`src/common/interconnect_defs.svh`:
```
`ifndef INTERCONNECT_DEFS_SVH
`define INTERCONNECT_DEFS_SVH

////////////////////////////////////////
// Port counts
////////////////////////////////////////

// Number of TCDM master ports on the interconnect
`define SOC_IC_NR_MASTERS 2

// Number of word-interleaved SRAM banks
`define SOC_IC_NR_BANKS 4

// Banks plus the single contiguous slave port
`define SOC_IC_NR_TARGETS 5

////////////////////////////////////////
// Bus widths
////////////////////////////////////////

`define SOC_IC_ADDR_W 32
`define SOC_IC_DATA_W 32

// One byte enable per data byte
`define SOC_IC_BE_W (`SOC_IC_DATA_W / 8)

////////////////////////////////////////
// Fixed address map
////////////////////////////////////////

// Interleaved window of 64 KiB spread over all banks
`define SOC_IC_INTL_BASE 32'h1C00_0000
`define SOC_IC_INTL_SIZE 32'h0001_0000

// Contiguous window of 4 KiB behind the single slave port
`define SOC_IC_CONTIG_BASE 32'h1A10_0000
`define SOC_IC_CONTIG_SIZE 32'h0000_1000

// Read data returned for any access outside both windows
`define SOC_IC_ERR_WORD 32'hBADA_CCE5

`endif

```
`src/common/tcdm_pkg.sv`:
```
`include "interconnect_defs.svh"

package tcdm_pkg;

    ////////////////////////////////////////
    // Request side
    ////////////////////////////////////////

    // One master request as it travels through the crossbar
    // The write enable keeps the TCDM polarity, so 0 means write
    typedef struct packed {
        logic [`SOC_IC_ADDR_W-1:0] add;
        logic                      wen;
        logic [`SOC_IC_DATA_W-1:0] wdata;
        logic [`SOC_IC_BE_W-1:0]   be;
    } tcdm_req_t;

    ////////////////////////////////////////
    // Response side
    ////////////////////////////////////////

    // One response towards a master
    // The opc bit flags a bus error from the error responder
    typedef struct packed {
        logic                      r_valid;
        logic [`SOC_IC_DATA_W-1:0] r_rdata;
        logic                      r_opc;
    } tcdm_rsp_t;

    // Index of a master port, used by the grant records
    typedef logic [$clog2(`SOC_IC_NR_MASTERS)-1:0] master_idx_t;

endpackage

```
`src/xbar/resp_return.sv`:
```
`timescale 1ns/1ps

`include "interconnect_defs.svh"

// Response path back to the masters
// Every slave answers one cycle after its grant, so the grant records
// of the arbiters are enough to steer the read data
module resp_return (
    input  logic [`SOC_IC_NR_TARGETS-1:0]                           rec_valid_i,
    input  tcdm_pkg::master_idx_t [`SOC_IC_NR_TARGETS-1:0]          rec_master_i,
    input  logic [`SOC_IC_NR_TARGETS-1:0][`SOC_IC_DATA_W-1:0]       s_rdata_i,
    input  logic [`SOC_IC_NR_MASTERS-1:0]                           err_valid_i,
    input  logic                                                    clk_i,
    input  logic                                                    arst_n_i,
    output tcdm_pkg::tcdm_rsp_t [`SOC_IC_NR_MASTERS-1:0]            m_rsp_o
);

    // Which target records name which master in this cycle
    logic [`SOC_IC_NR_MASTERS-1:0][`SOC_IC_NR_TARGETS-1:0] hit_map;

    ////////////////////////////////////////
    // Data steering
    ////////////////////////////////////////

    always_comb begin
        for (int m = 0; m < `SOC_IC_NR_MASTERS; m++) begin
            m_rsp_o[m] = '0;
            for (int t = 0; t < `SOC_IC_NR_TARGETS; t++) begin
                hit_map[m][t] = rec_valid_i[t] &&
                                (rec_master_i[t] == tcdm_pkg::master_idx_t'(m));
                // AND-OR mux, only one term is expected to be live
                m_rsp_o[m].r_rdata = m_rsp_o[m].r_rdata |
                                     (s_rdata_i[t] & {`SOC_IC_DATA_W{hit_map[m][t]}});
            end
            m_rsp_o[m].r_valid = |hit_map[m];

            // Error answers come from the router, never from a slave
            if (err_valid_i[m]) begin
                m_rsp_o[m].r_valid = 1'b1;
                m_rsp_o[m].r_rdata = `SOC_IC_ERR_WORD;
                m_rsp_o[m].r_opc   = 1'b1;
            end
        end
    end

    ////////////////////////////////////////
    // Checks
    ////////////////////////////////////////

    for (genvar m = 0; m < `SOC_IC_NR_MASTERS; m++) begin : gen_checks
        // A master holds one request at a time, so two targets cannot
        // have granted it in the same cycle
        assert property (@(posedge clk_i) disable iff (!arst_n_i)
            $onehot0(hit_map[m]));

        // Router and arbiters never grant the same master together
        assert property (@(posedge clk_i) disable iff (!arst_n_i)
            !(err_valid_i[m] && (|hit_map[m])));
    end

endmodule

```
`config.mk`:
```
export PLATFORM = sky130hd
export DESIGN_NAME = resp_return
export DESIGN_NICKNAME = d
export VERILOG_FILES = /design/src/common/tcdm_pkg.sv /design/src/xbar/resp_return.sv
export VERILOG_INCLUDE_DIRS = /design/src /design/src/common
export SDC_FILE = /design/constraint.sdc
export NUM_CORES = 1
export LEC_CHECK = 0
export ABC_AREA = 1
export BUFFER_PORTS_ARGS = -buffer_cell sky130_fd_sc_hd__buf_2
export CAP_MARGIN = 20
export CORE_ASPECT_RATIO = 1.75
export CORE_MARGIN = 3
export CORE_UTILIZATION = 37
export DETAILED_ROUTE_END_ITERATION = 7
export PLACE_DENSITY = 0.8
export SETUP_SLACK_MARGIN = 0.05
export SYNTH_ARGS = -nofsm -noshare
export SYNTH_HDL_FRONTEND = slang
export SYNTH_SLANG_ARGS = --single-unit
```
`constraint.sdc`:
```
create_clock -name vclk -period 0.8
set_input_delay 0 -clock vclk [all_inputs]
set_output_delay 0 -clock vclk [all_outputs]
set_load 0.01 [all_outputs]
```
### Word-level counts from Yosys, hierarchy flattened

Index checks and enable logic that the tools add are counted.

* bits of input ports: 174
* register bits: 0
* output and inout port bits: 68

* bitwise logic cells: 23
* mux-type cells: 2
* reductions and logical operators: 12

Operator list (count)
* $and 32x32->32: 10
* $or 32x32->32: 8
* $mux 34: 2
* $logic_and 1x1->1: 10
* $reduce_or 5->1: 2
* $not 1->1: 5

### Longest topological paths before layout

Gate-level depths: netlist of run 1.

* word-level depth: 8
* gate-level depth with buffers: 8
* gate-level depth less buffers: 7

### Least setup slack after synthesis of run 1

OpenSTA, ideal clock, no wires.

* kind: input to output
* from: input rec_master_i[3] (netlist bit)
* to: output m_rsp_o[47] (netlist bit)
* path slack: 0.017 ns
* arrival time: 0.783 ns
* data required time: 0.800 ns
* stages on the path: 6
* cells stage by stage: buf_4 -> clkbuf_1 -> nand3_1 -> nand3_1 -> nor2_1 -> nor2_1

RTL lines
* start, declared: line resp_return.sv:10 `` input tcdm_pkg::master_idx_t [`SOC_IC_NR_TARGETS-1:0] rec_master_i, ``
* end, declared: line resp_return.sv:15 `` output tcdm_pkg::tcdm_rsp_t [`SOC_IC_NR_MASTERS-1:0] m_rsp_o ``

==> results.md, run 1 <==
* Worst hold path type: in -> out
* Initial antenna violation count at 1
* Run status: finished, violations left
* Combinational Power Share at 1.000
* Die footprint at just over 9000 µm²
* Syn Nets at 859
* Buffers added on ports at 240
* RSZ-0062 raised after global routing: true
* Layout area overhead at 88.57%
* Hold Vio Cnt, Final at 0
* Cts hold-fix bufs at 0
* Layout clock buffers at 0
* Number of max-cap violations at 0
* DRT Wirelength at approximately 18,000 µm
* Final HPWL DP at 11,990 µm
* WS Path Type: in -> out
* Std cell rows at 42
* Slew HR at 0.8311
* Via count at approximately 5,900
* Setup violators final at 54
* Final nets at roughly 1,100
* Post-synth top area share at 0.2857
* Routed Antenna Nets at 0
* Synthesized cell area at a little under 3000 µm²
* Final Slew Violations at 0
* Seq Cell Count at 0
* Vias in the first global route at around 5,400
* Worst Setup End Kind: primary output
* CP max FO at 6
* Place WS at -140.8 ps
* Final worst slack at -144.8 ps
* GRT Total Usage at 0.3574
* Pwr dens at slightly above 600 nW/µm²
* Die Wd at 73.58 µm
* Synth area leaders: nand2_1, nand3_1, inv_1, nor2_1, o21ai_1
* DR iter-0 viols at roughly 710
* Psw at 0.001866 W
* First-pass GRT wire length at between 20,000 and 30,000 µm
* First-pass detailed-route iteration total at 6
* Slew @ Worst Pin at ~250 ps
* Power, Total at roughly 0.0035 W
* Post-synth cell types at 17
* Peak VDD IR at between 400 and 500 µV
* Initial Util at 0.3854
* Per-cell routed wire length at 17.24 µm
* Yosys top cell by area: nand2_1
* Sequential element share of the synthesized area at 0
* Hold depth at 4
* Grt total ovfl at 0
* Sequential share of power at 0
* Final GP Congestion at ~1.1
* Clock period minus worst slack at around 940 ps
* Net switching fraction of the power at 0.5391
* CP arrival at around 940 ps
* Clk network pwr share at 0
* P_leak at around 3.3 nW
* Sequential Area at 0 µm²
* Layout cells sized above 1 at 0.4399
* Core area at between 7000 and 8000 µm²
* Vias per inst at around 5.6
* Die Y at between 100 and 150 µm
* Worst Path Required at 800 ps
* I/O pin cnt at 242
* Mapped Cells at slightly below 700
* # DRC at 0
* CP Launch Type: primary input
* Fin crit share at 1.181
* Failing checks: setup timing
* Max Clock Freq at between 1 and 1.5 GHz
* Syn Area/Cell at 4.316 µm²
* Largest net degree at the start of global routing at 21
* Yosys warns at 0
* Pint at 0.001595 W
==> Yosys cell counts <==
| library cell | instances |
|---|---|
| nand2_1 | 225 |
| nand3_1 | 125 |
| inv_1 | 94 |
| nor2_1 | 93 |
| o21ai_1 | 43 |
| buf_2 | 25 |
| a21oi_1 | 21 |
| nand2_2 | 15 |
| o21ai_0 | 15 |
| inv_2 | 11 |
| buf_4 | 7 |
| clkbuf_1 | 5 |
| buf_6 | 2 |
| buf_1 | 1 |
| buf_12 | 1 |
| clkinv_2 | 1 |
| nor2_2 | 1 |
==> what timing repair did <==
item	in CTS	in global routing
pin swaps	42	49
gates cloned	15	1
buffers inserted	9	1
gates resized for setup	132	61
endpoints found under the setup margin	66	66
==> layer usage <==
metal | part of all wire | vias to the layer above | track usage
met1 | 0.32 | 2513 | 0.3705
met4 | 0.076 | 0 | 0.2113
met2 | 0.51 | 536 | 0.6449
li1 | - | 2692 | -
met3 | 0.10 | 145 | 0.04927
met5 | 0 | - | 0
==> power groups by stage <==
stage	registers, W	logic (W)	clock network (W)
final	0	0.00346	0.000000000167
after detailed placement	0	0.00266	0
after floorplan	0	0.00135	0
after CTS	0	0.00325	0
after global routing	0	0.00370	0
after global placement	0	0.00264	0
==> path summary, 6_finish.rpt <==
kind | startpoint | to | slack, ps
setup / recovery | rec_valid_i[1] | m_rsp_o[16] | -140
hold / removal | s_rdata_i[6] | m_rsp_o[41] | 320
==> layout make-up <==
type	count	area (µm²)
Multi-Input combinational cell	538	2635
Timing Repair Buffer	313	2382
Fill cell	658	2097
Inverter	106	445.4
Tap cell	88	110.1
Antenna cell	1	2.502
==> kinds of logic (layout without fill, tap and decap cells) <==
family	after synthesis	in the layout	synth area share
AOI/OAI and AO/OA	79	79	0.1337
buffers and inverters	147	419	0.2171
other	0	1	0
and+or+nand+nor	459	459	0.6492
==> placed cells by master (no fill, tap or decap), drive strengths merged <==
cell type / instances
nand3: 125
o21ai: 58
clkbuf: 1
inv: 104
clkinv: 2
buf: 311
nand2: 240
bufbuf: 1
nor2: 94
a21oi: 21
diode: 1
==> through the flow <==
stage                     hold WS [ps]  cells  TNS, ps  utilization  cell area [µm²]
after floorplan                  47.53    685        0            -             2963
after global placement           311.2   1022    -5325       0.5928             4548
after detailed placement         310.6   1022    -5582       0.5928             4548
after CTS                        311.1   1046    -2704       0.7061             5418
after global routing             353.7   1045    -6975       0.7264             5573
final                            318.6   1046    -3753       0.7267             5575
==> worst max-delay path, cell delays in order <==
cell and delay [ps]:
buf_8 90, inv_4 30, nor2_4 160, buf_6 140
buf_8 130, nand2_2 90, o21ai_4 80, nor2_2 50
nand2_1 50, buf_2 120
Note: power is estimated with default switching activity, not from simulation.
==> run 2, diff against run 1 <==
--- a/config.mk
+++ b/config.mk
@@ -13,6 +13,7 @@
 export CORE_MARGIN = 3
 export CORE_UTILIZATION = 37
 export DETAILED_ROUTE_END_ITERATION = 7
+export MAX_ROUTING_LAYER = met4
 export PLACE_DENSITY = 0.8
 export SETUP_SLACK_MARGIN = 0.05
 export SYNTH_ARGS = -nofsm -noshare
==> results.md, run 2 (synthesis results as in run 1) <==
* Worst path cell trace: buf_4 -> inv_4 -> nand2_4 -> buf_12 -> o21ai_0 -> inv_1 -> nand2_1 -> buf_2
* Vias per inst at 5.657 (+0.53%)
* Failing checks: setup timing
* Finished Layout Cells at 1,044 (-0.19%)
* Final GP Congestion at 0.9832 (-8.3%)
* Initial antenna violation count at 3 (+2)
* Grt total ovfl at 0 (unchanged)
* Final nets at 1,129 (-0.35%)
* Final worst slack at -169.2 ps (-24.35 ps)
* DRT Wirelength at 18,370 µm (+1.8%)
* Vias in the first global route at 5,504 (+1.5%)
* Fin crit share at 1.211 (+0.03043)
* Layout area overhead at 91.49%
* Die footprint at 9142 µm² (unchanged)
* Die Y at 124.3 µm (unchanged)
* Run status: finished, violations left
* Buffers added on ports at 240 (unchanged)
* First-pass detailed-route iteration total at 6 (unchanged)
* Final Slew Violations at 0 (unchanged)
* Pwr dens at 622.8 nW/µm² (+0.34%)
* CP max FO at 9 (+3)
* Number of max-cap violations at 0 (unchanged)
* Clock period minus worst slack at 969.2 ps (+24.35 ps)
* Placed cell count at 1,019 (-0.29%)
* CP bufs+invs at 5 (unchanged)
* Max Clock Freq at 1.032 GHz (-2.5%)
* DR iter-0 viols at 565 (-21%)
* Worst hold path type: in -> out
* Largest net degree at the start of global routing at 25 (+19%)
* Seq Cell Count at 0 (unchanged)
* P_leak at 3.333 nW (+2.4%)
* Die Wd at 73.58 µm (unchanged)
* Hold Vio Cnt, Final at 0 (unchanged)
* Core area at 7672 µm² (unchanged)
* Slew HR at 0.8381 (+0.006964)
* Most frequent cells in the layout: buf_2, nand2_1, nand3_1, inv_1, nor2_1
* Peak VDD IR at 372.8 µV (-8.4%)
* CP peak stage delay at 220 ps (+60 ps)
* Slew @ Worst Pin at 240.3 ps (-10.34 ps)
* Per-cell routed wire length at 17.59 µm (+2.0%)
* Routed Antenna Nets at 0 (unchanged)
* CP arrival at 970 ps (+30 ps)
* GRT Total Usage at 0.3638 (+0.006347)
* RSZ-0062 raised after global routing: true
* Setup violators final at 55 (+1.9%)
* Slowest CP cell: o21ai_0
* WS Path Type: in -> out
* Commonest non-fill, non-tap cell in the layout: buf_2
* I/O pin cnt at 242 (unchanged)
* CP Launch Type: primary input
* Cell family with most CP delay: buffers and inverters
* Sequential Area at 0 µm² (unchanged)
* Layout cells sized above 1 at 0.4596 (+0.01968)
* Final HPWL DP at 12,220 µm (+1.9%)
* Power, Total at 0.003526 W (+1.9%)
* Via count at 5,906 (+0.34%)
* Std cell rows at 42 (unchanged)
* Worst Setup End Kind: primary output
* First-pass GRT wire length at 26,050 µm (-1.1%)
* Initial Util at 0.3854 (unchanged)
* Layout clock buffers at 0 (unchanged)
* # DRC at 0 (unchanged)
* Worst Path Required at 800 ps (about the same)
-- run 2: through the flow --
stage / setup slack (ps) / TNS (ps) / hold WS (ps) / area, µm² / util
finish: -169.2 / -3540 / 323.4 / 5662 / 0.7379
global route: -242.5 / -6763 / 350.1 / 5662 / 0.7379
CTS: -108.7 / -3404 / 319.1 / 5295 / 0.6902
detailed placement: -124.4 / -5001 / 307.6 / 4551 / 0.5931
global placement: -107.6 / -3767 / 306.4 / 4551 / 0.5931
floorplan: 52.65 / 0 / 47.53 / 2963 / -
-- run 2: power breakdown --
group | internal [W] | switching [W]
registers | 0 | 0
clock network | 0.000000000501 | 0
logic | 0.00159 | 0.00193
total | 0.00159 | 0.00193
-- run 2: cell type report --
cell class | count | area, µm²
well taps | 88 | 110.1
inverters | 106 | 440.4
repair buffers | 309 | 2295
multi-input cells | 538 | 2809
fillers | 641 | 2011
diodes | 3 | 7.507
-- run 2: path summary, 6_finish.rpt --
check | startpoint | cells after the start | to
worst min-delay path | s_rdata_i[6] | 4 | m_rsp_o[41]
worst max-delay path | rec_master_i[3] | 8 | m_rsp_o[16]
-- run 2: metal layers --
layer	GRT usage	part of all wire	up-vias
li1	-	-	2669
met1	0.3622	0.31	2559
met2	0.6517	0.51	514
met3	0.04443	0.10	164
met4	0.2017	0.081	0
met5	-	0	-
-- run 2: timing repair --
action,4_1_cts,5_1_grt
endpoints found under the setup margin,66,66
resized for setup,109,117
gates cloned,12,0
hold buffers,0,0
pin swaps,29,47
setup buffers,11,4
