**src/common/interconnect_defs.svh**
```systemverilog
`ifndef INTERCONNECT_DEFS_SVH
`define INTERCONNECT_DEFS_SVH

////////////////////////////////////////
// Port counts
////////////////////////////////////////

// Number of TCDM master ports on the interconnect
`define SOC_IC_NR_MASTERS 2

// Number of word-interleaved SRAM banks
`define SOC_IC_NR_BANKS 4

// Banks plus the single contiguous slave port
`define SOC_IC_NR_TARGETS 5

////////////////////////////////////////
// Bus widths
////////////////////////////////////////

`define SOC_IC_ADDR_W 32
`define SOC_IC_DATA_W 32

// One byte enable per data byte
`define SOC_IC_BE_W (`SOC_IC_DATA_W / 8)

////////////////////////////////////////
// Fixed address map
////////////////////////////////////////

// Interleaved window of 64 KiB spread over all banks
`define SOC_IC_INTL_BASE 32'h1C00_0000
`define SOC_IC_INTL_SIZE 32'h0001_0000

// Contiguous window of 4 KiB behind the single slave port
`define SOC_IC_CONTIG_BASE 32'h1A10_0000
`define SOC_IC_CONTIG_SIZE 32'h0000_1000

// Read data returned for any access outside both windows
`define SOC_IC_ERR_WORD 32'hBADA_CCE5

`endif

```
**src/common/tcdm_pkg.sv**
```systemverilog
`include "interconnect_defs.svh"

package tcdm_pkg;

    ////////////////////////////////////////
    // Request side
    ////////////////////////////////////////

    // One master request as it travels through the crossbar
    // The write enable keeps the TCDM polarity, so 0 means write
    typedef struct packed {
        logic [`SOC_IC_ADDR_W-1:0] add;
        logic                      wen;
        logic [`SOC_IC_DATA_W-1:0] wdata;
        logic [`SOC_IC_BE_W-1:0]   be;
    } tcdm_req_t;

    ////////////////////////////////////////
    // Response side
    ////////////////////////////////////////

    // One response towards a master
    // The opc bit flags a bus error from the error responder
    typedef struct packed {
        logic                      r_valid;
        logic [`SOC_IC_DATA_W-1:0] r_rdata;
        logic                      r_opc;
    } tcdm_rsp_t;

    // Index of a master port, used by the grant records
    typedef logic [$clog2(`SOC_IC_NR_MASTERS)-1:0] master_idx_t;

endpackage

```
**src/common/addr_map_pkg.sv**
```systemverilog
`include "interconnect_defs.svh"

package addr_map_pkg;

    ////////////////////////////////////////
    // Target numbering
    ////////////////////////////////////////

    // Targets 0 up to NR_BANKS-1 are the interleaved banks
    // The contiguous slave sits right after the last bank
    typedef logic [$clog2(`SOC_IC_NR_TARGETS)-1:0] target_idx_t;

    // Target number of the contiguous slave port
    localparam target_idx_t CONTIG_TARGET = target_idx_t'(`SOC_IC_NR_BANKS);

    ////////////////////////////////////////
    // Decode result
    ////////////////////////////////////////

    // Region that an address falls into
    // Unmapped addresses never reach an arbiter
    typedef enum logic [1:0] {
        REGION_INTL     = 2'd0,
        REGION_CONTIG   = 2'd1,
        REGION_UNMAPPED = 2'd2
    } region_e;

endpackage

```
**src/common/xbar_req_if.sv**
```systemverilog
`timescale 1ns/1ps

`include "interconnect_defs.svh"

// Routed requests from the router towards the per-target arbiters
// Every arbiter sees the requests of all masters and picks the ones
// that name its own target
interface xbar_req_if;

    // Request strobe, only raised for addresses inside a mapped window
    logic [`SOC_IC_NR_MASTERS-1:0] req;

    // Target chosen by the address decoder, one per master
    addr_map_pkg::target_idx_t [`SOC_IC_NR_MASTERS-1:0] target;

    // Unchanged request fields of each master
    tcdm_pkg::tcdm_req_t [`SOC_IC_NR_MASTERS-1:0] payload;

    // Grant per master, the OR of all per-target grant vectors
    logic [`SOC_IC_NR_MASTERS-1:0] gnt;

    // The router drives the request side and watches the grants
    modport router (
        output req,
        output target,
        output payload,
        input  gnt
    );

    // Arbiters only listen, their grants leave as separate vectors
    modport arbiter (
        input req,
        input target,
        input payload
    );

endinterface

```
**src/tcdm_router.sv**
```systemverilog
`timescale 1ns/1ps

`include "interconnect_defs.svh"

// Address decoder in front of the crossbar
// Mapped requests go to the arbiters, unmapped ones are answered here
module tcdm_router (
    input  logic                                         clk_i,
    input  logic                                         arst_n_i,
    input  logic [`SOC_IC_NR_MASTERS-1:0]                m_req_i,
    input  tcdm_pkg::tcdm_req_t [`SOC_IC_NR_MASTERS-1:0] m_payload_i,
    xbar_req_if.router                                   req_bus,
    output logic [`SOC_IC_NR_MASTERS-1:0]                err_valid_o,
    output logic [`SOC_IC_NR_MASTERS-1:0]                m_gnt_o
);

    localparam int unsigned BANK_SEL_W = $clog2(`SOC_IC_NR_BANKS);

    addr_map_pkg::region_e [`SOC_IC_NR_MASTERS-1:0] region;

    // Requests that hit no window and are granted by the router itself
    logic [`SOC_IC_NR_MASTERS-1:0] err_gnt;

    ////////////////////////////////////////
    // Address decode
    ////////////////////////////////////////

    always_comb begin
        logic [`SOC_IC_ADDR_W-1:0] addr;
        addr = '0;
        for (int m = 0; m < `SOC_IC_NR_MASTERS; m++) begin
            addr = m_payload_i[m].add;
            // Both windows are checked as half-open ranges
            if (addr >= `SOC_IC_INTL_BASE &&
                addr < (`SOC_IC_INTL_BASE + `SOC_IC_INTL_SIZE)) begin
                region[m] = addr_map_pkg::REGION_INTL;
            end else if (addr >= `SOC_IC_CONTIG_BASE &&
                         addr < (`SOC_IC_CONTIG_BASE + `SOC_IC_CONTIG_SIZE)) begin
                region[m] = addr_map_pkg::REGION_CONTIG;
            end else begin
                region[m] = addr_map_pkg::REGION_UNMAPPED;
            end

            // Word address bits pick the bank, so bits 1:0 are skipped
            if (region[m] == addr_map_pkg::REGION_INTL) begin
                req_bus.target[m] = addr_map_pkg::target_idx_t'(addr[BANK_SEL_W+1:2]);
            end else begin
                req_bus.target[m] = addr_map_pkg::CONTIG_TARGET;
            end

            req_bus.req[m]     = m_req_i[m] && (region[m] != addr_map_pkg::REGION_UNMAPPED);
            req_bus.payload[m] = m_payload_i[m];
            err_gnt[m]         = m_req_i[m] && (region[m] == addr_map_pkg::REGION_UNMAPPED);
        end
    end

    ////////////////////////////////////////
    // Grants and error responder
    ////////////////////////////////////////

    // At most one of the two terms can be set for a master
    assign m_gnt_o = req_bus.gnt | err_gnt;

    // The error answer follows its grant by exactly one cycle
    always_ff @(posedge clk_i or negedge arst_n_i) begin
        if (!arst_n_i) begin
            err_valid_o <= '0;
        end else begin
            err_valid_o <= err_gnt;
        end
    end

    // An arbiter grant must always belong to a mapped request
    assert property (@(posedge clk_i) disable iff (!arst_n_i)
        (req_bus.gnt & ~req_bus.req) == '0);

endmodule

```
**src/flat_wrapper.sv**
```systemverilog
// flat-port wrapper written by rule: the top's interface ports become plain ports
module tcdm_router_flat 
  (clk_i, arst_n_i, m_req_i, m_payload_i, err_valid_o, m_gnt_o, req_bus_req, req_bus_target, req_bus_payload, req_bus_gnt);
  xbar_req_if req_bus_i ();
  input  logic clk_i;
  input  logic arst_n_i;
  input  logic [`SOC_IC_NR_MASTERS-1:0] m_req_i;
  input  tcdm_pkg::tcdm_req_t [`SOC_IC_NR_MASTERS-1:0] m_payload_i;
  output logic [`SOC_IC_NR_MASTERS-1:0] err_valid_o;
  output logic [`SOC_IC_NR_MASTERS-1:0] m_gnt_o;
  output wire logic [$bits(req_bus_i.req)-1:0] req_bus_req;
  output wire logic [$bits(req_bus_i.target)-1:0] req_bus_target;
  output wire logic [$bits(req_bus_i.payload)-1:0] req_bus_payload;
  input wire logic [$bits(req_bus_i.gnt)-1:0] req_bus_gnt;
  assign req_bus_req = req_bus_i.req;
  assign req_bus_target = req_bus_i.target;
  assign req_bus_payload = req_bus_i.payload;
  assign req_bus_i.gnt = req_bus_gnt;
  tcdm_router u_core (.clk_i(clk_i), .arst_n_i(arst_n_i), .m_req_i(m_req_i), .m_payload_i(m_payload_i), .req_bus(req_bus_i), .err_valid_o(err_valid_o), .m_gnt_o(m_gnt_o));
endmodule
```
**config.mk**
```make
export PLATFORM = sky130hd
export DESIGN_NAME = tcdm_router_flat
export DESIGN_NICKNAME = d
export VERILOG_FILES = /design/src/common/tcdm_pkg.sv /design/src/common/addr_map_pkg.sv /design/src/common/xbar_req_if.sv /design/src/tcdm_router.sv /design/src/flat_wrapper.sv
export VERILOG_INCLUDE_DIRS = /design/src /design/src/common
export SDC_FILE = /design/constraint.sdc
export NUM_CORES = 1
export LEC_CHECK = 0
export BUFFER_PORTS_ARGS = -buffer_cell sky130_fd_sc_hd__buf_2
export CORE_AREA = 2 2 113 115
export DETAILED_ROUTE_END_ITERATION = 10
export DIE_AREA = 0 0 115 117
export PLACE_DENSITY = 0.55
export SETUP_SLACK_MARGIN = 0.2
export SLEW_MARGIN = 25
export SYNTH_ARGS = -nofsm -noshare
export SYNTH_HDL_FRONTEND = slang
export SYNTH_SLANG_ARGS = --single-unit
```
**constraint.sdc**
```tcl
create_clock -name clk_i -period 1.17 [get_ports clk_i]
set_input_delay 0.1755 -clock clk_i [delete_from_list [all_inputs] [get_ports clk_i]]
set_output_delay 0.1755 -clock clk_i [all_outputs]
set_load 0.01 [all_outputs]
```
-- Word-level counts from Yosys, hierarchy flattened
Cells that the tools add are included.
- register bits after elaboration: 2
- bits in latches: 0
- memory bits (writable): 0
- ROM bits: 0
- output and inout port bits: 150
- word-level logic and storage cells: 30
- memories: 0
- add/sub/neg operators: 0
- multipliers: 0
- div/mod/pow operators: 0
- magnitude comparators: 8
- equality and inequality tests: 4
- shifts and indexed selects: 0
- mux-type cells: 6
- bitwise logic cells: 1
- reduce and logical (&&, ||, !) cells: 10
- operators by type and width (kind ; number):
    >= comparator 32 x 29 -> 1 bit (second input constant) ; 4
    less-than comparator 32 x 29 -> 1 bit (second input constant) ; 4
    logical AND 1 bit ; 8
    2-to-1 mux 2 bit ; 4
    2-to-1 mux 3 bit ; 2
    == test 2 bit (second input constant) ; 2
    zero test 2 bit ; 2
    != test 2 bit (second input constant) ; 2
    bitwise OR 2 bit ; 1

-- Depth between registers and ports, before layout
Gate-level depths: netlist of the first run.
- word-level depth: 7
- gate-level depth with buffers: 3

-- Worst setup path before layout of the first run
Ideal clock, no wire load.
- kind: input to output
- from: input m_payload_i[49] (netlist name)
- to: output m_gnt_o[0]
- arrival: 1.040 ns
- data required time: 0.995 ns
- slack: -0.045 ns
- cell stages on the path: 3
- buffers on the path: 0
- cell sequence: or3_4 o211a_1 a211o_1
- longest elaborated chain between the ends: 7
- ends and longest elaborated chain (element ; line ; RTL):
    start, declared ; flat_wrapper.sv:8 ; input tcdm_pkg::tcdm_req_t [`SOC_IC_NR_MASTERS-1:0] m_payload_i;
    >= comparator 32 x 29 -> 1 bit (no line) or less-than comparator 32 x 29 -> 1 bit (tied branches) ; n/a ;
    logical AND 1 bit ; tcdm_router.sv:37 ; end else if (addr >= `SOC_IC_CONTIG_BASE &&
    2-to-1 mux 2 bit ; tcdm_router.sv:37 ;
    2-to-1 mux 2 bit * ; tcdm_router.sv:34 ; if (addr >= `SOC_IC_INTL_BASE &&
    == test 2 bit * ; tcdm_router.sv:53 ; err_gnt[m] = m_req_i[m] && (region[m] == addr_map_pkg::REGION_UNMAPPED);
    logical AND 1 bit * ; tcdm_router.sv:53 ;
    bitwise OR 2 bit * ; tcdm_router.sv:62 ; assign m_gnt_o = req_bus.gnt | err_gnt;
    end, declared ; flat_wrapper.sv:10 ; output logic [`SOC_IC_NR_MASTERS-1:0] m_gnt_o;
Every way passes the cells marked *; elsewhere a longest branch is shown, timed or not.

-- Final worst setup path of the first run
- from: input m_payload_i[118] (netlist name)
- to: output m_gnt_o[1]
The elaborated chain is that of the path after synthesis.

==> results.rst, run 1 <==
.. list-table::
   :header-rows: 1

   * - Metric
     - Value
   * - PnR worst setup slack
     - -253 ps
   * - Combinational family with the most area after synthesis
     - buffers and inverters
   * - Cell with the most instances on the worst path
     - sky130_fd_sc_hd__buf_6
   * - Vias in the first global route
     - 900
   * - Initial antenna violation count
     - 0
   * - Share of the synthesized area in the top cell type
     - 75.0%
   * - Number of buffers created by CTS
     - 3
   * - # clock sinks
     - 2
   * - Final Critical Period
     - 1420 ps
   * - Synth cell types
     - 16
   * - Final Hold Fails
     - 0
   * - Violated checks
     - setup timing
   * - Final standard cell utilization of the core
     - 11.4%
   * - Class of the most critical setup path
     - input pin to output pin
   * - First-pass GRT wire length
     - 5.25 mm
   * - Post-Syn Area
     - 0.00138 sq mm
   * - Mapped Cells
     - 176
   * - Fin crit share
     - 122%
   * - Number of standard cells in the layout, taps in and fillers out
     - 308
   * - Number of antenna cells inserted
     - 0
   * - Final Hold Slack
     - 219 ps
   * - Total placed instance area
     - around 0.0012 sq mm
   * - Core ar.
     - about 0.012 sq mm
   * - Sequential area share after synthesis
     - 3.62%
   * - GRT Util Overall
     - 5.60%
   * - Setup TNS
     - -1870 ps
   * - Mapped Nets
     - 320
   * - Leakage
     - 0.694 nW
   * - GRT overflow
     - 0
   * - Final instance area
     - around 0.0014 sq mm
   * - Placement row count
     - 41
   * - Adder and majority gate portion of the synthesized area
     - 0%
   * - Fmax
     - 703 MHz
   * - Met2 GRT Util
     - 12.1%
   * - Simple-gate share of the synthesized area
     - 15.2%
   * - CTS tree
     - built
   * - Launching element type of the critical path
     - input pin
   * - Count of synthesis-stage warnings from yosys
     - 0
   * - Run status
     - complete, but fails checks
   * - Remaining max-slew budget at the tightest pin
     - 86.8%
   * - # DRC
     - 0
   * - DR vias
     - 960
   * - Number of placed instances with taps included
     - 303
   * - Initial DRT Pass Iterations
     - 3
   * - Classification of the worst-slack hold path
     - input pin to flip-flop
   * - Antenna Nets Post-Route
     - 0
   * - Highest net fanout along the worst path
     - 2
   * - Crit path from
     - m_payload_i[118]
   * - Number of top-level design ports
     - 294
   * - Largest registers
     - u_core.err_valid_o: 2 flops
   * - Clock H-tree levels
     - 1
   * - Setup-violating endpoint count in the final report
     - 10
   * - Maximum number of pins on one net before global-route repair
     - 7
   * - Clock slew seen by the registers of the worst setup and hold paths
     - 30 ps
   * - Root Buffer Master
     - sky130_fd_sc_hd__clkbuf_16
   * - Met1 capacity usage during global routing
     - about 2.8%
   * - Crit-path slowest cell
     - sky130_fd_sc_hd__or3_4
   * - Maximum resistive drop on vdd
     - 0.321 mV
   * - Clk buf depth
     - 2
   * - Area share of xor/xnor cells in the synthesized design
     - 0%
   * - End point of the critical path
     - m_gnt_o[1]
   * - Die boundary height
     - 117 um
   * - Post-DP HPWL
     - 3.99 mm
   * - Number of synthesized register bits
     - 2
   * - Power Dens Cells
     - 675 mW/mm^2
   * - Worst Path Required
     - 990 ps
   * - Leading post-synthesis cells by cell area
     - sky130_fd_sc_hd__buf_4 (75%), sky130_fd_sc_hd__nor4b_2 (4.3%), sky130_fd_sc_hd__dfrtp_1 (3.6%)
   * - Arr. time, crit path
     - 1250 ps
   * - Overall power after layout
     - 0.946 mW
   * - Max-cap violations
     - 0
   * - Critical Path End Type
     - output pin
   * - Placer congestion estimate
     - 0.555
   * - Worst setup slack after placement
     - -360 ps
   * - Wirelength, routed
     - 4.50 mm
   * - Number of port buffers
     - 105
   * - Top reg by flops
     - u_core.err_valid_o
   * - Crit-path max cell delay
     - approximately 400 ps
   * - Global routing usage on met3
     - 2.78%
   * - Fraction of the mapped netlist area in compound gates
     - 5.07%
   * - Share of post-route cells with drive strength above 1
     - a little over four fifths
   * - Post-synthesis mux area share
     - 0%
   * - Initial cell density of the core
     - 11.2%
   * - Total number of cells along the worst setup path
     - 5
   * - Dominant delay contributor by cell family on the critical path
     - compound AO/OA/AOI/OAI gates
   * - Synthesis-to-layout area growth
     - 1.45%
   * - Final net count
     - 304
   * - Most used routing layer in global routing
     - met2
   * - Number of buffer and inverter stages on the critical path
     - 2
   * - Number of flip-flops in the largest register
     - 2
   * - Worst Max-Slew Pin Slew
     - 197 ps
   * - Biggest area consumer among synthesized cells
     - sky130_fd_sc_hd__buf_4
   * - Final-report max-slew violation count
     - 0
   * - Overall die width
     - between 100 and 150 um
   * - Beginning of the worst hold path
     - m_req_i[0]
   * - Floorplan die area
     - about 0.013 sq mm
   * - Cell breakdown of the critical path
     - buf_6 > or3_4 > o211a_1 > a211o_1 > buf_6
   * - Via density
     - 3.12
   * - RSZ-0062 raised after global routing
     - true
   * - DRT iter0 DRCs
     - 21
   * - Avg Synthesized Cell Area
     - 7.85 sq um
   * - Average routed wire per standard cell
     - 14.6 um
==> cell usage in the layout (no fill, tap or decap), types with 2 or more instances in the layout <==
cell type / synthesis / final
sky130_fd_sc_hd__buf_2: 0 / 91
sky130_fd_sc_hd__nor3b_2: 2 / 2
sky130_fd_sc_hd__nor2_1: 2 / 2
sky130_fd_sc_hd__or3_4: 2 / 2
sky130_fd_sc_hd__nor3_4: 0 / 2
sky130_fd_sc_hd__a211o_1: 2 / 2
sky130_fd_sc_hd__nor4b_4: 0 / 4
sky130_fd_sc_hd__nand4bb_1: 2 / 2
sky130_fd_sc_hd__clkbuf_16: 0 / 3
sky130_fd_sc_hd__or3b_4: 0 / 2
sky130_fd_sc_hd__nor3_1: 6 / 4
sky130_fd_sc_hd__inv_1: 4 / 4
sky130_fd_sc_hd__buf_6: 0 / 19
sky130_fd_sc_hd__o21a_1: 2 / 2
sky130_fd_sc_hd__nand4_1: 2 / 2
sky130_fd_sc_hd__or2_1: 2 / 2
sky130_fd_sc_hd__dfrtp_1: 2 / 2
sky130_fd_sc_hd__o211a_1: 2 / 2
sky130_fd_sc_hd__buf_4: 138 / 6
==> repair_timing <==
item                                    4_1_cts  5_1_grt
pin swaps                                    13        4
gates resized for setup                      29        4
hold endpoints to repair                      2        0
endpoints found under the setup margin       12       12
buffers inserted                              1        0
hold buffers                                  1        0
==> worst min path at each step <==
stage	end	slack, ps	depth (start not counted)
6_report	u_core.err_valid_o[0]$_DFF_PN0_	220	2
5_1_grt	u_core.err_valid_o[0]$_DFF_PN0_	220	2
4_1_cts	u_core.err_valid_o[0]$_DFF_PN0_	220	2
3_5_place_dp	u_core.err_valid_o[1]$_DFF_PN0_	-40	1
3_3_place_gp	u_core.err_valid_o[1]$_DFF_PN0_	-40	1
2_1_floorplan	u_core.err_valid_o[0]$_DFF_PN0_	-120	0
==> report_power, final <==
part	switching [mW]	internal (mW)	total, mW
logic	0.166	0.192	0.359
registers	0.000640	0.0732	0.0738
clock network	0.0789	0.435	0.514
==> synth_stat cells <==
library cell                count
sky130_fd_sc_hd__buf_4        138
sky130_fd_sc_hd__nor3_1         6
sky130_fd_sc_hd__inv_1          4
sky130_fd_sc_hd__nor4b_2        4
sky130_fd_sc_hd__a211o_1        2
sky130_fd_sc_hd__dfrtp_1        2
sky130_fd_sc_hd__nand4_1        2
sky130_fd_sc_hd__nand4bb_1      2
sky130_fd_sc_hd__nor2_1         2
sky130_fd_sc_hd__nor3b_2        2
sky130_fd_sc_hd__o211a_1        2
sky130_fd_sc_hd__o21a_1         2
sky130_fd_sc_hd__o21a_2         2
sky130_fd_sc_hd__or2_1          2
sky130_fd_sc_hd__or3_4          2
sky130_fd_sc_hd__or3b_1         2
==> cells by family (layout without fill, tap and decap cells) <==
kind of cell,Yosys count,count (layout)
and+or+nand+nor,24,24
AOI/OAI and AO/OA,8,8
buffers and inverters,142,124
DFF,2,2
==> metal layers <==
metal	vias to the layer above	share of wire (%)
li1	393	-
met1	397	21
met2	117	56
met3	53	15
met4	0	8.6
met5	-	0
==> final cells by class <==
| class | instances | area, sq um |
|---|---|---|
| fillers | 1410 | 10900 |
| flip-flops and latches | 2 | 50.0 |
| multi-input cells | 32 | 349 |
| clock buffers | 3 | 75.1 |
| well taps | 150 | 188 |
| inverters | 4 | 15.0 |
| repair buffers | 117 | 724 |
No activity file was read; power rests on OpenSTA's default activity.
==> inputs of run 2 (changes only) <==
--- a/config.mk
+++ b/config.mk
@@ -11,7 +11,6 @@
 export DETAILED_ROUTE_END_ITERATION = 10
 export DIE_AREA = 0 0 115 117
 export PLACE_DENSITY = 0.55
-export SETUP_SLACK_MARGIN = 0.2
 export SLEW_MARGIN = 25
 export SYNTH_ARGS = -nofsm -noshare
 export SYNTH_HDL_FRONTEND = slang
==> run 2 against run 1 <==
  * The flow still finishes with violations (setup timing)
  * Fmax is 0.21% higher
  * Wire length is 9.4% lower
  * Cell area hardly changed
==> results.rst, run 2 (synthesis results as in run 1) <==
.. list-table::
   :header-rows: 1

   * - Metric
     - Value
   * - Run status
     - complete, but fails checks
   * - Violated checks
     - setup timing
   * - Sequential Area
     - 50.0 sq um (unchanged)
   * - Final Hold Fails
     - 0 (unchanged)
   * - Synthesis-to-layout area growth
     - 1.54% (about the same)
   * - Critical Path End Type
     - output pin
   * - Switching Power
     - 0.237 mW (-3.9%)
   * - Number of buffer and inverter stages on the critical path
     - 3 (+1)
   * - Post-DP HPWL
     - 3.63 mm (-9.1%)
   * - Leakage
     - 0.689 nW (-0.63%)
   * - Placer congestion estimate
     - 0.649 (+17%)
   * - First-pass GRT wire length
     - 5.04 mm (-3.9%)
   * - Hold EP
     - u_core.err_valid_o[1]$_DFF_PN0_
   * - Final instance area
     - 0.00140 sq mm (about the same)
   * - Worst Path Required
     - 990 ps (about the same)
   * - Number of placed instances with taps included
     - 305 (+0.66%)
   * - Clock H-tree levels
     - 1 (unchanged)
   * - Placement row count
     - 41 (unchanged)
   * - Power Dens Cells
     - 672 mW/mm^2 (-0.57%)
   * - GRT Util Overall
     - 5.16% (-0.45 points)
   * - PnR worst setup slack
     - -250 ps (+2.99 ps)
   * - Cell breakdown of the critical path
     - buf_6 > nor4b_4 > nand4_1 > buf_6 > a211o_1 > buf_2
   * - Cell with the most instances on the worst path
     - sky130_fd_sc_hd__buf_6
   * - Number of buffers created by CTS
     - 3 (unchanged)
   * - Initial antenna violation count
     - 0 (unchanged)
   * - Via density
     - 3.07 (-1.5%)
   * - Final Hold Slack
     - 236 ps (+16.6 ps)
   * - Clk buf depth
     - 2 (unchanged)
   * - Max-cap violations
     - 0 (unchanged)
   * - # clock sinks
     - 2 (unchanged)
   * - Beginning of the worst hold path
     - m_req_i[1]
   * - RSZ-0062 raised after global routing
     - true
   * - Final net count
     - 307 (+0.99%)
   * - Setup TNS
     - -1660 ps (+210 ps)
   * - Root Buffer Master
     - sky130_fd_sc_hd__clkbuf_16
   * - Maximum number of pins on one net before global-route repair
     - 7 (unchanged)
   * - Core ar.
     - 0.0123 sq mm (unchanged)
   * - Arr. time, crit path
     - 1240 ps (about the same)
   * - Internal power consumption
     - 0.705 mW (+0.70%)
   * - DR vias
     - 955 (-0.52%)
   * - Number of top-level design ports
     - 294 (unchanged)
   * - GRT overflow
     - 0 (unchanged)
   * - Number of port buffers
     - 105 (unchanged)
   * - Dominant delay contributor by cell family on the critical path
     - buffers and inverters
   * - Initial cell density of the core
     - 11.2% (unchanged)
   * - Average routed wire per standard cell
     - 13.1 um (-10%)
   * - Wirelength, routed
     - 4.08 mm (-9.4%)
   * - Share of total power in combinational logic
     - 38.0% (about the same)
   * - Crit-path slowest cell
     - sky130_fd_sc_hd__a211o_1
   * - Final-report max-slew violation count
     - 0 (unchanged)
   * - Remaining max-slew budget at the tightest pin
     - 87.2% (+0.33 points)
   * - Worst Max-Slew Pin Slew
     - 191 ps (-5.58 ps)
   * - Commonest cells after routing, fill and taps aside
     - sky130_fd_sc_hd__buf_2 (93), sky130_fd_sc_hd__buf_6 (14), sky130_fd_sc_hd__buf_4 (11)
   * - Launching element type of the critical path
     - input pin
   * - Crit-path max cell delay
     - 280 ps (-110 ps)
   * - Fin crit share
     - 121% (-0.26 points)
   * - Largest registers
     - u_core.err_valid_o: 2 flops
   * - Setup-violating endpoint count in the final report
     - 10 (unchanged)
   * - Power share of the clock group
     - 54.2% (about the same)
   * - Top reg by flops
     - u_core.err_valid_o
   * - DRT iter0 DRCs
     - 20 (-4.8%)
   * - Fmax
     - 704 MHz (+0.21%)
   * - Total placed instance area
     - 0.00117 sq mm (+1.3%)
   * - Overall die width
     - 115 um (unchanged)
   * - CTS tree
     - built
   * - Vias in the first global route
     - 917 (+1.9%)
   * - Clock slew seen by the registers of the worst setup and hold paths
     - 30 ps (about the same)
   * - Number of antenna cells inserted
     - 0 (unchanged)
   * - Maximum resistive drop on vdd
     - 0.322 mV (+0.31%)
   * - Count of cells along the worst hold path
     - 2 (unchanged)
   * - Initial DRT Pass Iterations
     - 2 (-1)
   * - Share of post-route cells with drive strength above 1
     - 85.7% (+1.5 points)
   * - Area of combinational cells with multiple inputs
     - 344 sq um (-1.4%)
   * - Classification of the worst-slack hold path
     - input pin to flip-flop
   * - Highest net fanout along the worst path
     - 6 (+4)
   * - FILL cells
     - 1423 (+0.92%)
   * - Final Critical Period
     - 1420 ps (-2.99 ps)
   * - Die boundary height
     - 117 um (unchanged)
   * - Class of the most critical setup path
     - input pin to output pin
   * - # DRC
     - 0 (unchanged)
   * - Number of flip-flops in the largest register
     - 2 (unchanged)
   * - Sequential share of power
     - 7.8% (about the same)
   * - Switching power as a share of total power
     - 25.1% (-0.88 points)
   * - Antenna Nets Post-Route
     - 0 (unchanged)
   * - Commonest non-fill, non-tap cell in the layout
     - sky130_fd_sc_hd__buf_2
   * - Floorplan die area
     - 0.0135 sq mm (unchanged)
   * - Number of standard cells in the layout, taps in and fillers out
     - 311 (+0.97%)
[run 2: cell types whose count changed in the layout (fill, tap and decap cells not counted)]
cell / before / now
sky130_fd_sc_hd__buf_2: 91 / 93
sky130_fd_sc_hd__nor4b_4: 4 / 3
sky130_fd_sc_hd__nor4b_2: 0 / 1
sky130_fd_sc_hd__buf_6: 19 / 14
sky130_fd_sc_hd__nor3_4: 2 / 1
sky130_fd_sc_hd__buf_4: 6 / 11
sky130_fd_sc_hd__nor3_1: 4 / 2
sky130_fd_sc_hd__nor3_2: 0 / 3
sky130_fd_sc_hd__buf_8: 0 / 1
[run 2: layout make-up]
cell class	instances	share of cell area, %
Clock buffer	3	5.35
Inverter	4	1.07
Multi-Input combinational cell	32	24.5
Sequential cell	2	3.57
Tap cell	150	13.4
Timing Repair Buffer	120	52.1
[run 2: power by group through the flow]
stage | Sequential (mW) | Clock, mW | Combinational, mW
2_1_floorplan | 0.0768 | 0 | 0.531
3_3_place_gp | 0.0744 | 0 | 0.320
3_5_place_dp | 0.0745 | 0 | 0.320
4_1_cts | 0.0738 | 0.519 | 0.357
5_1_grt | 0.0743 | 0.523 | 0.391
6_report | 0.0737 | 0.511 | 0.357
[run 2: worst max path at each step]
stage,startpoint,end,depth (start not counted)
4_1_cts,m_payload_i[119],m_gnt_o[1],5
3_5_place_dp,m_payload_i[129],req_bus_req[1],6
3_3_place_gp,m_payload_i[124],req_bus_req[1],6
6_report,m_payload_i[128],m_gnt_o[1],6
5_1_grt,m_payload_i[119],m_gnt_o[1],5
2_1_floorplan,m_payload_i[61],m_gnt_o[0],3
[run 2: routing by layer]
| layer | global-route usage (%) | part of all wire, % | wire length [um] |
|---|---|---|---|
| met3 | 2.37 | 15 | 612 |
| met2 | 10.2 | 54 | 2180 |
| met5 | 0 | 0 | 0 |
| met4 | 4.90 | 7.3 | 298 |
| met1 | 3.35 | 24 | 982 |
[run 2: stage by stage]
stage	util, %	setup WS, ps	power, mW
finish	11.4	-250	0.942
detailed placement	9.47	-415	0.395
floorplan	-	-10.4	0.608
global placement	9.47	-387	0.395
global route	11.4	-296	0.989
CTS	11.2	-268	0.949
[run 2: what timing repair did]
item                                   CTS  global route
setup buffers                            2             0
setup endpoints to repair               10            10
endpoints found under the hold margin    2             0
pin swaps                               11             4
resized for setup                       21             7
hold buffers                             1             0
==> inputs of run 3 (changes only) <==
--- a/config.mk
+++ b/config.mk
@@ -11,6 +11,8 @@
 export DETAILED_ROUTE_END_ITERATION = 10
 export DIE_AREA = 0 0 115 117
 export PLACE_DENSITY = 0.55
+export REMOVE_ABC_BUFFERS = 1
+export SKIP_LAST_GASP = 1
 export SLEW_MARGIN = 25
 export SYNTH_ARGS = -nofsm -noshare
 export SYNTH_HDL_FRONTEND = slang
==> run 3 against run 2 <==
  * Sequential power about the same
  * Fmax decreased by 3.5%
  * Via count increased by 15%
  * Critical path type unchanged
  * Flip-flop and latch count unchanged
  * Highest routed layer unchanged
  * Clock power increased by 2%
  * Largest power group unchanged
  * The flow still finishes with violations (setup timing)
==> results.rst, run 3 (synthesis results as in run 1) <==
.. list-table::
   :header-rows: 1

   * - Metric
     - Value
   * - Initial cell density of the core
     - 11.2% (unchanged)
   * - Root Buffer Master
     - sky130_fd_sc_hd__clkbuf_16
   * - Hold EP
     - u_core.err_valid_o[0]$_DFF_PN0_
   * - Maximum resistive drop on vdd
     - 0.346 mV (+7.5%)
   * - Initial DRT Pass Iterations
     - 4 (+2)
   * - Total placed instance area
     - 0.00125 sq mm (+7.5%)
   * - DR vias
     - 1098 (+15%)
   * - Floorplan die area
     - 0.0135 sq mm (unchanged)
   * - Critical Path End Type
     - output pin
   * - RSZ-0062 raised after global routing
     - true
   * - Post-DP HPWL
     - 14.7 mm (+310%)
   * - Placer congestion estimate
     - 1.07 (+65%)
   * - Synthesis-to-layout area growth
     - 6.97%
   * - Via density
     - 3.39 (+10%)
   * - Leakage
     - 0.751 nW (+9.0%)
   * - GRT Util Overall
     - 21.8% (+17 points)
   * - Final net count
     - 320 (+4.2%)
   * - Setup-violating endpoint count in the final report
     - 10 (unchanged)
   * - Final Critical Period
     - 1470 ps (+51.5 ps)
   * - Final Hold Fails
     - 0 (unchanged)
   * - Overall power after layout
     - 1.01 mW (+6.9%)
   * - Remaining max-slew budget at the tightest pin
     - 86.2% (-1.0 points)
   * - Power Dens Cells
     - 681 mW/mm^2 (+1.4%)
   * - Number of antenna cells inserted
     - 0 (unchanged)
   * - CTS tree
     - built
   * - Vias in the first global route
     - 1046 (+14%)
   * - Worst setup slack after placement
     - -368 ps (+46.3 ps)
   * - Beginning of the worst hold path
     - m_req_i[0]
   * - First-pass GRT wire length
     - 17.2 mm (+240%)
   * - Core ar.
     - 0.0123 sq mm (unchanged)
   * - Die boundary height
     - 117 um (unchanged)
   * - Classification of the worst-slack hold path
     - input pin to flip-flop
   * - Overall die width
     - 115 um (unchanged)
   * - Clock slew seen by the registers of the worst setup and hold paths
     - 30 ps (about the same)
   * - Number of port buffers
     - 105 (unchanged)
   * - Final standard cell utilization of the core
     - 12.0% (+0.61 points)
   * - Number of buffers created by CTS
     - 3 (unchanged)
   * - Maximum number of pins on one net before global-route repair
     - 6 (-1)
   * - Average routed wire per standard cell
     - 47.2 um (+260%)
   * - Top reg by flops
     - u_core.err_valid_o
   * - Worst Path Required
     - 990 ps (about the same)
   * - Wirelength, routed
     - 15.3 mm (+280%)
   * - DRT iter0 DRCs
     - 70 (+250%)
   * - Setup TNS
     - -2400 ps (-739 ps)
   * - Antenna Nets Post-Route
     - 0 (unchanged)
   * - Final instance area
     - 0.00148 sq mm (+5.4%)
   * - Worst Max-Slew Pin Slew
     - 207 ps (+15.7 ps)
   * - Clock H-tree levels
     - 1 (unchanged)
   * - Violated checks
     - setup timing
   * - Class of the most critical setup path
     - input pin to output pin
   * - # clock sinks
     - 2 (unchanged)
   * - Arr. time, crit path
     - 1300 ps (+60 ps)
   * - # DRC
     - 0 (unchanged)
   * - Clk buf depth
     - 2 (unchanged)
   * - Max-cap violations
     - 0 (unchanged)
   * - GRT overflow
     - 0 (unchanged)
   * - Launching element type of the critical path
     - input pin
   * - Share of post-route cells with drive strength above 1
     - 86.8% (+1.1 points)
   * - Fmax
     - 680 MHz (-3.5%)
   * - Commonest non-fill, non-tap cell in the layout
     - sky130_fd_sc_hd__buf_2
   * - Placement row count
     - 41 (unchanged)
   * - Number of flip-flops in the largest register
     - 2 (unchanged)
   * - Number of top-level design ports
     - 294 (unchanged)
   * - Final-report max-slew violation count
     - 0 (unchanged)
   * - Fin crit share
     - 126% (+4.4 points)
   * - Commonest cells after routing, fill and taps aside
     - sky130_fd_sc_hd__buf_2 (96), sky130_fd_sc_hd__buf_4 (26), sky130_fd_sc_hd__buf_6 (8)
   * - Run status
     - complete, but fails checks
   * - Count of cells along the worst hold path
     - 2 (unchanged)
   * - Initial antenna violation count
     - 0 (unchanged)
   * - PnR worst setup slack
     - -301 ps (-51.5 ps)
   * - Highest net fanout along the worst path
     - 3 (-3)
   * - Largest registers
     - u_core.err_valid_o: 2 flops
[run 3: critical path: stages]
cell and delay, ps:
sky130_fd_sc_hd__buf_2 110, sky130_fd_sc_hd__nor4b_2 260, sky130_fd_sc_hd__nand4_1 220, sky130_fd_sc_hd__buf_4 210, sky130_fd_sc_hd__or2_1 190, sky130_fd_sc_hd__buf_2 140
[run 3: worst max path at each step]
stage,start,to,slack (ps),cells past startpoint
floorplan,m_payload_i[49],m_gnt_o[0],-50,3
global placement,m_payload_i[124],req_bus_target[5],-400,6
detailed placement,m_payload_i[124],req_bus_target[5],-370,6
CTS,m_payload_i[125],req_bus_target[5],-310,6
global route,m_payload_i[125],req_bus_req[1],-370,6
finish,m_payload_i[129],req_bus_target[5],-300,6
[run 3: layout make-up]
type	instances	area, sq um
inverter	4	15.0
multi-input combinational	32	344
clock buffer	3	75.1
tap	150	188
fill	1461	10800
sequential	2	50.0
timing repair buffer	133	806
[run 3: routing by layer]
layer / routed length [um] / track usage [%] / vias up
met4: 66 / 2.25 / 0
li1: - / - / 426
met1: 1930 / 8.04 / 429
met3: 5560 / 35.8 / 8
met5: 0 / 0 / -
met2: 7740 / 40.3 / 235
[run 3: stage by stage]
step / std cells / hold WS (ps)
after floorplan: 38 / -120
final: 324 / 244
after detailed placement: 319 / -38.0
after global placement: 319 / -38.0
after global routing: 324 / 233
after CTS: 323 / 214
[run 3: report_power, final]
group          leakage [nW]  switching, mW  total (mW)  internal [mW]
Sequential           0.0233       0.000708      0.0739         0.0732
Combinational         0.691          0.190       0.413          0.223
Clock                0.0370         0.0845       0.520          0.435
Total                 0.751          0.275        1.01          0.732
[run 3: timing repair]
item / 4_1_cts / 5_1_grt
pin swaps: 12 / 7
resized for setup: 17 / 8
hold buffers: 1 / 0
setup buffers: 0 / 1
endpoints found under the setup margin: 11 / 10
hold endpoints to repair: 2 / 0
